--- config.mk ---
export PLATFORM = sky130hd
export DESIGN_NAME = memSubsystem
export DESIGN_NICKNAME = d
export VERILOG_FILES = /design/src/hw/cachePkg.sv /design/src/hw/cacheBusIf.sv /design/src/hw/cacheWay.sv /design/src/hw/cacheController.sv /design/src/hw/dataCache.sv /design/src/hw/instrCache.sv /design/src/hw/busArbiter.sv /design/src/hw/memSubsystem.sv
export SDC_FILE = /design/constraint.sdc
export NUM_CORES = 2
export LEC_CHECK = 0
export BUFFER_PORTS_ARGS = -buffer_cell sky130_fd_sc_hd__buf_4
export CORE_ASPECT_RATIO = 0.8
export CORE_MARGIN = 1.5
export CORE_UTILIZATION = 62
export CTS_BUF_LIST = sky130_fd_sc_hd__clkbuf_8 sky130_fd_sc_hd__clkbuf_16
export CTS_CLUSTER_SIZE = 20
export DETAILED_ROUTE_END_ITERATION = 16
export GPL_TIMING_DRIVEN = 0
export PLACE_DENSITY = 0.79
export SKIP_LAST_GASP = 1
export SLEW_MARGIN = 10
export SYNTH_ARGS = -nofsm -noshare
export SYNTH_HDL_FRONTEND = slang
export SYNTH_HIERARCHICAL = 1
export SYNTH_SLANG_ARGS = --single-unit
--- constraint.sdc ---
create_clock -name clk -period 4.3 [get_ports clk]
set_input_delay 0 -clock clk [delete_from_list [all_inputs] [get_ports clk]]
set_output_delay 0 -clock clk [all_outputs]
set_load 0.005 [all_outputs]
--- src/hw/cachePkg.sv ---
`default_nettype none

package cachePkg;

    // ----------------------------------------
    // Widths
    // ----------------------------------------

    // Data and address width
    localparam int wordW = 32;

    // Bytes per word and the byte-offset field below the word index
    localparam int bytesPerWord = wordW / 8;
    localparam int byteOffW = $clog2(bytesPerWord);

    // One data or address word
    typedef logic [wordW-1:0] word_t;

    // Byte enables for a store, bit 0 is the low byte
    typedef logic [bytesPerWord-1:0] mask_t;

    // ----------------------------------------
    // States
    // ----------------------------------------

    // Miss handling sequence of a cache
    typedef enum logic [1:0] {
        Idle,
        WriteBack,
        Fetch,
        Update
    } ctrlState_t;

    // Current owner of the external bus
    typedef enum logic [1:0] {
        ArbIdle,
        ArbData,
        ArbInstr
    } arbState_t;

endpackage

`default_nettype wire

--- src/hw/cacheBusIf.sv ---
`timescale 1ns/10ps
`default_nettype none

interface cacheBusIf;
    import cachePkg::*;

    // Request levels, held until ready
    logic busRead;
    logic busWrite;

    // Word address and write data of the current beat
    word_t addr;
    word_t wData;

    // Read data, valid with ready
    word_t rData;

    // One pulse per completed word
    logic ready;

    // Cache side
    modport cache (
        output busRead, busWrite, addr, wData,
        input  rData, ready
    );

    // Arbiter side
    modport arbiter (
        input  busRead, busWrite, addr, wData,
        output rData, ready
    );

endinterface

`default_nettype wire

--- src/hw/cacheWay.sv ---
`timescale 1ns/10ps
`default_nettype none

module cacheWay #(
    parameter int blockWords = 4,
    parameter int sets = 4,
    localparam int setW = $clog2(sets),
    localparam int offW = $clog2(blockWords),
    localparam int tagW = cachePkg::wordW - setW - offW - cachePkg::byteOffW
) (
    input  logic               clk,
    input  logic               reset,
    input  logic [setW-1:0]    set,
    input  logic [offW-1:0]    wordSel,
    input  logic [tagW-1:0]    tagIn,
    input  cachePkg::word_t    wordIn,
    input  cachePkg::mask_t    mask,
    input  logic               storeEn,
    input  logic               refillEn,
    input  logic               markValid,
    output logic               valid,
    output logic               dirty,
    output logic [tagW-1:0]    tag,
    output cachePkg::word_t    wordOut
);
    import cachePkg::*;

    // Block data and tags, one entry per set
    word_t           blockMem [sets][blockWords];
    logic [tagW-1:0] tagMem [sets];

    // Line status
    logic [sets-1:0] validBits;
    logic [sets-1:0] dirtyBits;

    // Refill beats write whole words, stores only the enabled bytes
    always_ff @(posedge clk) begin
        if (refillEn) begin
            blockMem[set][wordSel] <= wordIn;
        end else if (storeEn) begin
            for (int b = 0; b < bytesPerWord; b++) begin
                if (mask[b]) begin
                    blockMem[set][wordSel][8*b +: 8] <= wordIn[8*b +: 8];
                end
            end
        end
        // Tag is taken with the last refill word
        if (refillEn && markValid) begin
            tagMem[set] <= tagIn;
        end
    end

    // Completed refill leaves a clean valid line
    always_ff @(posedge clk, posedge reset) begin
        if (reset) begin
            validBits <= '0;
            dirtyBits <= '0;
        end else if (refillEn && markValid) begin
            validBits[set] <= 1'b1;
            dirtyBits[set] <= 1'b0;
        end else if (storeEn) begin
            dirtyBits[set] <= 1'b1;
        end
    end

    // Read side of the addressed set
    assign valid   = validBits[set];
    assign dirty   = dirtyBits[set];
    assign tag     = tagMem[set];
    assign wordOut = blockMem[set][wordSel];

endmodule

`default_nettype wire

--- src/hw/cacheController.sv ---
`timescale 1ns/10ps
`default_nettype none

module cacheController #(
    parameter int blockWords = 4
) (
    input  logic                 clk,
    input  logic                 reset,
    input  logic                 access,
    input  logic                 hit,
    input  logic                 victimDirty,
    input  logic                 lastWord,
    input  logic                 ready,
    output cachePkg::ctrlState_t state,
    output logic                 stall,
    output logic                 busRead,
    output logic                 busWrite,
    output logic                 refillEn,
    output logic                 counterClear
);
    import cachePkg::*;

    // A one-word block ends its burst on the first beat
    localparam bit singleWord = (blockWords == 1);

    ctrlState_t nextState;
    logic       burstDone;
    logic       miss;

    assign miss      = access & ~hit;
    assign burstDone = ready & (lastWord | singleWord);

    // ----------------------------------------
    // State register
    // ----------------------------------------
    always_ff @(posedge clk, posedge reset) begin
        if (reset) begin
            state <= Idle;
        end else begin
            state <= nextState;
        end
    end

    // Write-back only for a dirty victim
    always_comb begin
        nextState = state;
        case (state)
            Idle: begin
                if (miss) begin
                    nextState = victimDirty ? WriteBack : Fetch;
                end
            end
            WriteBack: begin
                if (burstDone) begin
                    nextState = Fetch;
                end
            end
            Fetch: begin
                if (burstDone) begin
                    nextState = Update;
                end
            end
            default: nextState = Idle;
        endcase
    end

    // ----------------------------------------
    // Outputs
    // ----------------------------------------

    // In Update the new line hits, so stall drops there
    assign stall = (state == WriteBack) | (state == Fetch) | miss;

    // Bus levels follow the burst states
    assign busWrite = (state == WriteBack);
    assign busRead  = (state == Fetch);

    // Each refill beat lands in the victim way
    assign refillEn = (state == Fetch) & ready;

    // Word counter starts every miss at zero
    assign counterClear = (state == Idle) | (state == Update);

endmodule

`default_nettype wire

--- src/hw/dataCache.sv ---
`timescale 1ns/10ps
`default_nettype none

module dataCache #(
    parameter int blockWords = 4,
    parameter int sets = 4
) (
    input  logic            clk,
    input  logic            reset,
    input  cachePkg::word_t addr,
    input  cachePkg::word_t wData,
    input  cachePkg::mask_t mask,
    input  logic            read,
    input  logic            write,
    output cachePkg::word_t rData,
    output logic            stall,
    cacheBusIf.cache        bus
);
    import cachePkg::*;

    localparam int setW = $clog2(sets);
    localparam int offW = $clog2(blockWords);
    localparam int tagW = wordW - setW - offW - byteOffW;

    // Request address fields
    logic [tagW-1:0] reqTag;
    logic [setW-1:0] setIdx;
    logic [offW-1:0] reqWord;

    // Per-way status and read data
    logic [1:0]      wValid;
    logic [1:0]      wDirty;
    logic [1:0]      hitW;
    logic [tagW-1:0] wTag [2];
    word_t           wWord [2];

    // Control
    ctrlState_t      state;
    logic            access;
    logic            hit;
    logic            refillEn;
    logic            counterClear;
    logic            lastWord;
    logic            busy;
    logic [offW-1:0] counter;
    logic [offW-1:0] wordSel;
    word_t           wayIn;

    // Victim choice and LRU, bit set means way 1 was used last
    logic            victimNow;
    logic            victimReg;
    logic            victim;
    logic [sets-1:0] lru;

    assign reqTag  = addr[wordW-1 -: tagW];
    assign setIdx  = addr[byteOffW+offW +: setW];
    assign reqWord = addr[byteOffW +: offW];
    assign access  = read | write;
    assign busy    = (state == WriteBack) | (state == Fetch);

    // ----------------------------------------
    // Ways
    // ----------------------------------------

    // Bursts walk the block with the counter
    assign wordSel = busy ? counter : reqWord;
    assign wayIn   = (state == Fetch) ? bus.rData : wData;

    for (genvar i = 0; i < 2; i++) begin : g_way
        cacheWay #(
            .blockWords(blockWords),
            .sets(sets)
        ) way (
            .clk(clk),
            .reset(reset),
            .set(setIdx),
            .wordSel(wordSel),
            .tagIn(reqTag),
            .wordIn(wayIn),
            .mask(mask),
            .storeEn(write & hitW[i] & ~stall),
            .refillEn(refillEn & (victim == 1'(i))),
            .markValid(lastWord),
            .valid(wValid[i]),
            .dirty(wDirty[i]),
            .tag(wTag[i]),
            .wordOut(wWord[i])
        );
        assign hitW[i] = wValid[i] & (wTag[i] == reqTag);
    end

    assign hit   = |hitW;
    assign rData = hitW[1] ? wWord[1] : wWord[0];

    // ----------------------------------------
    // Victim and LRU
    // ----------------------------------------

    // Invalid way first, else the one not used last
    always_comb begin
        if (!wValid[0]) begin
            victimNow = 1'b0;
        end else if (!wValid[1]) begin
            victimNow = 1'b1;
        end else begin
            victimNow = ~lru[setIdx];
        end
    end

    // Frozen for the whole miss, since refill beats move the LRU bit
    always_ff @(posedge clk, posedge reset) begin
        if (reset) begin
            victimReg <= 1'b0;
        end else if (state == Idle) begin
            victimReg <= victimNow;
        end
    end

    assign victim = (state == Idle) ? victimNow : victimReg;

    always_ff @(posedge clk, posedge reset) begin
        if (reset) begin
            lru <= '0;
        end else if (access & hit & ~stall) begin
            lru[setIdx] <= hitW[1];
        end else if (refillEn) begin
            lru[setIdx] <= victim;
        end
    end

    // ----------------------------------------
    // Word counter and bus side
    // ----------------------------------------
    always_ff @(posedge clk, posedge reset) begin
        if (reset) begin
            counter <= '0;
        end else if (counterClear) begin
            counter <= '0;
        end else if (bus.ready) begin
            counter <= counter + 1'b1;
        end
    end

    assign lastWord = (counter == offW'(blockWords - 1));

    // Write-back goes to the victim's block, refill to the request's
    assign bus.addr = (state == WriteBack) ?
        {wTag[victim], setIdx, counter, {byteOffW{1'b0}}} :
        {reqTag, setIdx, counter, {byteOffW{1'b0}}};
    assign bus.wData = wWord[victim];

    cacheController #(
        .blockWords(blockWords)
    ) ctrl (
        .clk(clk),
        .reset(reset),
        .access(access),
        .hit(hit),
        .victimDirty(wValid[victim] & wDirty[victim]),
        .lastWord(lastWord),
        .ready(bus.ready),
        .state(state),
        .stall(stall),
        .busRead(bus.busRead),
        .busWrite(bus.busWrite),
        .refillEn(refillEn),
        .counterClear(counterClear)
    );

endmodule

`default_nettype wire

--- src/hw/instrCache.sv ---
`timescale 1ns/10ps
`default_nettype none

module instrCache #(
    parameter int blockWords = 4,
    parameter int sets = 8
) (
    input  logic            clk,
    input  logic            reset,
    input  cachePkg::word_t addr,
    input  logic            fetch,
    output cachePkg::word_t rData,
    output logic            stall,
    cacheBusIf.cache        bus
);
    import cachePkg::*;

    localparam int setW = $clog2(sets);
    localparam int offW = $clog2(blockWords);
    localparam int tagW = wordW - setW - offW - byteOffW;

    logic [tagW-1:0] reqTag;
    logic [setW-1:0] setIdx;
    logic [offW-1:0] reqWord;
    logic [tagW-1:0] lineTag;
    logic [offW-1:0] counter;
    logic            lineValid;
    logic            hit;
    logic            lastWord;
    ctrlState_t      state;

    assign reqTag   = addr[wordW-1 -: tagW];
    assign setIdx   = addr[byteOffW+offW +: setW];
    assign reqWord  = addr[byteOffW +: offW];
    assign hit      = lineValid & (lineTag == reqTag);
    assign lastWord = (counter == offW'(blockWords - 1));

    // Idle, Fetch, Update only
    always_ff @(posedge clk, posedge reset) begin
        if (reset) begin
            state <= Idle;
        end else begin
            case (state)
                Idle:    if (fetch & ~hit) state <= Fetch;
                Fetch:   if (bus.ready & lastWord) state <= Update;
                default: state <= Idle;
            endcase
        end
    end

    // Counter runs only during the refill burst
    always_ff @(posedge clk, posedge reset) begin
        if (reset) begin
            counter <= '0;
        end else if (state != Fetch) begin
            counter <= '0;
        end else if (bus.ready) begin
            counter <= counter + 1'b1;
        end
    end

    // Read-only way, never dirty
    cacheWay #(
        .blockWords(blockWords),
        .sets(sets)
    ) way (
        .clk(clk),
        .reset(reset),
        .set(setIdx),
        .wordSel((state == Fetch) ? counter : reqWord),
        .tagIn(reqTag),
        .wordIn(bus.rData),
        .mask('0),
        .storeEn(1'b0),
        .refillEn((state == Fetch) & bus.ready),
        .markValid(lastWord),
        .valid(lineValid),
        .dirty(),
        .tag(lineTag),
        .wordOut(rData)
    );

    assign stall = (state == Fetch) | (fetch & ~hit);

    // Read bursts only
    assign bus.busRead  = (state == Fetch);
    assign bus.busWrite = 1'b0;
    assign bus.addr     = {reqTag, setIdx, counter, {byteOffW{1'b0}}};
    assign bus.wData    = '0;

endmodule

`default_nettype wire

--- src/hw/busArbiter.sv ---
`timescale 1ns/10ps
`default_nettype none

module busArbiter #(
    parameter int blockWords = 4
) (
    input  logic            clk,
    input  logic            reset,
    input  cachePkg::word_t hRData,
    input  logic            hReady,
    output cachePkg::word_t hAddr,
    output cachePkg::word_t hWData,
    output logic            hRead,
    output logic            hWrite,
    cacheBusIf.arbiter      dPort,
    cacheBusIf.arbiter      iPort
);
    import cachePkg::*;

    localparam int offW = $clog2(blockWords);

    arbState_t       state;
    arbState_t       grant;
    logic            dReq;
    logic            iReq;
    logic            midBurst;
    logic [offW-1:0] burstCount;

    assign dReq     = dPort.busRead | dPort.busWrite;
    assign iReq     = iPort.busRead | iPort.busWrite;
    assign midBurst = (burstCount != '0);

    // Idle bus goes to the data cache first
    // Owner keeps it while its levels stay up or a burst is open
    always_comb begin
        case (state)
            ArbData:  grant = (dReq | midBurst) ? ArbData : ArbIdle;
            ArbInstr: grant = (iReq | midBurst) ? ArbInstr : ArbIdle;
            default:  grant = dReq ? ArbData : (iReq ? ArbInstr : ArbIdle);
        endcase
    end

    // Owner and beat count within the current burst
    always_ff @(posedge clk, posedge reset) begin
        if (reset) begin
            state      <= ArbIdle;
            burstCount <= '0;
        end else begin
            state <= grant;
            if (hReady && grant != ArbIdle) begin
                burstCount <= burstCount + 1'b1;
            end
        end
    end

    // Owner's request to the external bus
    always_comb begin
        hRead  = 1'b0;
        hWrite = 1'b0;
        hAddr  = dPort.addr;
        hWData = dPort.wData;
        if (grant == ArbData) begin
            hRead  = dPort.busRead;
            hWrite = dPort.busWrite;
        end else if (grant == ArbInstr) begin
            hRead  = iPort.busRead;
            hWrite = iPort.busWrite;
            hAddr  = iPort.addr;
            hWData = iPort.wData;
        end
    end

    // Ready reaches the owner only
    assign dPort.rData = hRData;
    assign iPort.rData = hRData;
    assign dPort.ready = hReady & (grant == ArbData);
    assign iPort.ready = hReady & (grant == ArbInstr);

endmodule

`default_nettype wire

--- src/hw/memSubsystem.sv ---
`timescale 1ns/10ps
`default_nettype none

module memSubsystem #(
    parameter int blockWords = 4,
    parameter int dataSets = 4,
    parameter int instrSets = 8
) (
    input  logic            clk,
    input  logic            reset,
    // Data port
    input  cachePkg::word_t dAddr,
    input  cachePkg::word_t dWData,
    input  cachePkg::mask_t dMask,
    input  logic            dRead,
    input  logic            dWrite,
    output cachePkg::word_t dRData,
    output logic            dStall,
    // Instruction port
    input  cachePkg::word_t iAddr,
    input  logic            iFetch,
    output cachePkg::word_t iRData,
    output logic            iStall,
    // External bus
    output cachePkg::word_t hAddr,
    output cachePkg::word_t hWData,
    output logic            hRead,
    output logic            hWrite,
    input  cachePkg::word_t hRData,
    input  logic            hReady
);

    // One path per cache into the arbiter
    cacheBusIf dBus ();
    cacheBusIf iBus ();

    dataCache #(
        .blockWords(blockWords),
        .sets(dataSets)
    ) dCache (
        .clk(clk),
        .reset(reset),
        .addr(dAddr),
        .wData(dWData),
        .mask(dMask),
        .read(dRead),
        .write(dWrite),
        .rData(dRData),
        .stall(dStall),
        .bus(dBus)
    );

    instrCache #(
        .blockWords(blockWords),
        .sets(instrSets)
    ) iCache (
        .clk(clk),
        .reset(reset),
        .addr(iAddr),
        .fetch(iFetch),
        .rData(iRData),
        .stall(iStall),
        .bus(iBus)
    );

    busArbiter #(
        .blockWords(blockWords)
    ) arbiter (
        .clk(clk),
        .reset(reset),
        .hRData(hRData),
        .hReady(hReady),
        .hAddr(hAddr),
        .hWData(hWData),
        .hRead(hRead),
        .hWrite(hWrite),
        .dPort(dBus),
        .iPort(iBus)
    );

endmodule

`default_nettype wire

==> metrics.yaml <==
cts:
  htree_levels: 4
  clock_latency_ps: 870
  cts_buffers: 223
  clkSlewWorstSetupHoldPaths_ps: 70
  cts_tree: "built"
  cts.path.max_buffers: 3
  clock_sinks: 2497
  cts_root_buf: "clkbuf_16"
route:
  viasPerCell: 6.94
  route.detailed.drc: 0
  drt_iter0_drc: 10094
  drt-total-wl_mm: 299
  ant_nets: 0
  vias: 60105
  wire_per_inst_microns: 34.6
  dr.pass1.iters: 8
setup_path:
  critPathRequiredTime_ps: 4810
  crit_family: "simple AND/OR/NAND/NOR gates"
  worst-path-buf-inv: 5
  arrival_ps: 4960
  slowest_stage: "nor2_2"
  crit_path_max_fanout: 10
  cpPeakStageDelay_ps: 480
  regToRegStartpoint: "dCache/g_way[0].way/tagMem[0][5]"
  critPathCaptureType: "flop"
  reg2reg_slack_ps: -130
  reg2reg_to: "dCache/g_way[1].way/blockMem[3][15]"
  reg2reg_depth: 14
  worstSetupPathType: "input port to flop"
  worstPathCellList: "buf_4, buf_2, clkbuf_4, buf_2, mux4_2, xnor2_1, nand4_1, nor4_1, nand4_1, nand2_1, nand2b_4, nand2_1, nand2b_1, nor2_1, clkbuf_2, a21o_2, nand2_1, nor2_2"
  cp_common_cell: "nand2_1"
  critPathLaunchType: "input port"
sta:
  layout_setup_ws_ps: -154
  achievable-frequency_ghz: 0.225
  fin_crit_sh_pct: 104
  timing.slew.headroom_pct: -1.98
  setup_viol: 231
  drv_slew: 11
  clock_skew_ps: 53.0
  min_period_ps: 4450
  final.setup.tns_ps: -16930
  rsz0062_at_grt: "yes"
  hold_viol_final: 0
  worstMarginPinSlew_ps: 1530
placed_design:
  numPortBuffers: 229
  post-place-ws_ps: -2130
  hpwlAfterDp_mm: 190
  placed_cells: 7980
  place_congestion: 0.959
  place_area_sq_mm: 0.106
final_layout:
  layout.nets: 6450
  drive_gt1_share_pct: 26.7
  stdcell_area_sq_mm: 0.117
  area_delta_synth_final_pct: 15.8
  stdcell_count: 8659
hold_path:
  worstHoldPathCells: 2
  hold_class: "input port to flop"
  whs_endpoint: "dCache/g_way[1].way/blockMem[2][108]"
  hp-start: "dWData[12]"
floorplanning:
  initial_utilization_pct: 62.5
  die-area_sq_mm: 0.166
  fp-row-count: 132
  die_y_microns: 364
  fp.dieW_microns: 455
  core_sq_mm: 0.162
  ios: 270
global_route:
  antenna_found_initial: 25
  grtUsageTotal_pct: 35.3
  first_global_vias: 57725
  grt_overflow: 0
  grt_max_degree: 33
  grt_pass1_wl_mm: 410
power:
  power.density_mw_per_mm2: 539
  leakagePower_nw: 40.3
  power_mw: 63.2
  ir_drop_uv: 488
logic_synthesis:
  synth_area_per_cell_sq_um: 18.3
  syn-cell-area_sq_mm: 0.101
  syn-instance-count: 5549
  yosys_warnings: 6
run:
  maxCapViolations: 1
status:
  status: "finished, violations left"
  violations: "max-capacitance violations, max-slew violations, negative setup slack"
[metrics by stage]
stage,util (%),hold WS (ps)
after floorplan,-,-259
after global placement,65.3,-71.5
after detailed placement,65.7,-66.4
after CTS,71.9,0.345
after global routing,72.4,24.0
final,72.4,28.3
[cell usage in the layout (no fill, tap or decap), drive strengths merged, types with 15 or more instances in the layout]
cell,n
and3,35
a31oi,71
diode,25
bufinv,17
mux4,322
clkinv,116
dlygate4sd3,166
nor2b,15
mux2i,519
inv,74
mux2,161
buf,682
nand3,111
clkbuf,312
nand4,20
nor2,337
dfrtp,41
xnor2,67
a22oi,401
nand2,322
or2,18
nand2b,16
a21oi,45
conb,44
edfxtp,2456
[per-layer routing]
layer	up-vias	global-route usage (%)	share of wire (%)
li1	23479	-	-
met1	30227	48.7	34
met2	5505	50.5	44
met3	881	12.6	16
met4	13	17.2	5.6
met5	-	0.347	0.059
[worst max path at each step]
stage,start,endpoint,slack [ps],depth (start not counted)
finish,dAddr[5],dCache/g_way[1].way/blockMem[3][15],-150,18
global route,dCache/g_way[1].way/tagMem[3][12],dCache/g_way[1].way/blockMem[0][11],-230,15
CTS,dCache/g_way[1].way/tagMem[3][7],dCache/g_way[0].way/blockMem[1][105],2,15
detailed placement,dAddr[5],dCache/g_way[1].way/blockMem[0][84],-2130,18
global placement,dAddr[5],dCache/g_way[0].way/tagMem[1][5],-1980,14
floorplan,dAddr[4],dCache/g_way[0].way/blockMem[3][40],500,18
[power by group]
group          switching, mW  total [mW]  internal, mW  leakage [nW]
Sequential             0.185        28.4          28.3          22.6
Clock                   9.02        19.6          10.6          3.64
Combinational           9.96        15.2          5.25          14.0
[area by class of cell]
class / count / area (sq um)
clock inverter: 190 / 1480
clock buffer: 225 / 5630
multi-input combinational: 2617 / 24600
fill: 9081 / 44800
inverter: 26 / 98.8
antenna: 25 / 62.6
buffer: 448 / 3060
timing repair buffer: 487 / 4830
sequential: 2497 / 74800
tap: 2144 / 2680
[sequential cells by signal (all words and copies together), names as in the netlist, named ones only]
register	cells
arbiter/burstCount	2
arbiter/state	2
dCache/counter	2
dCache/ctrl/state	2
dCache/g_way.way/blockMem	1024
dCache/g_way.way/tagMem	208
dCache/g_way.way/validBits	8
dCache/lru	4
dCache/victimReg	1
iCache/counter	2
iCache/state	2
iCache/way/blockMem	1024
iCache/way/tagMem	200
iCache/way/validBits	8
[what timing repair did]
item	CTS	global route
hold buffers	165	1
gates resized for setup	227	81
hold endpoints to repair	2010	13
pin swaps	39	23
setup buffers	53	23
endpoints found under the setup margin	1098	1146
Note: power is estimated with default switching activity, not from simulation.
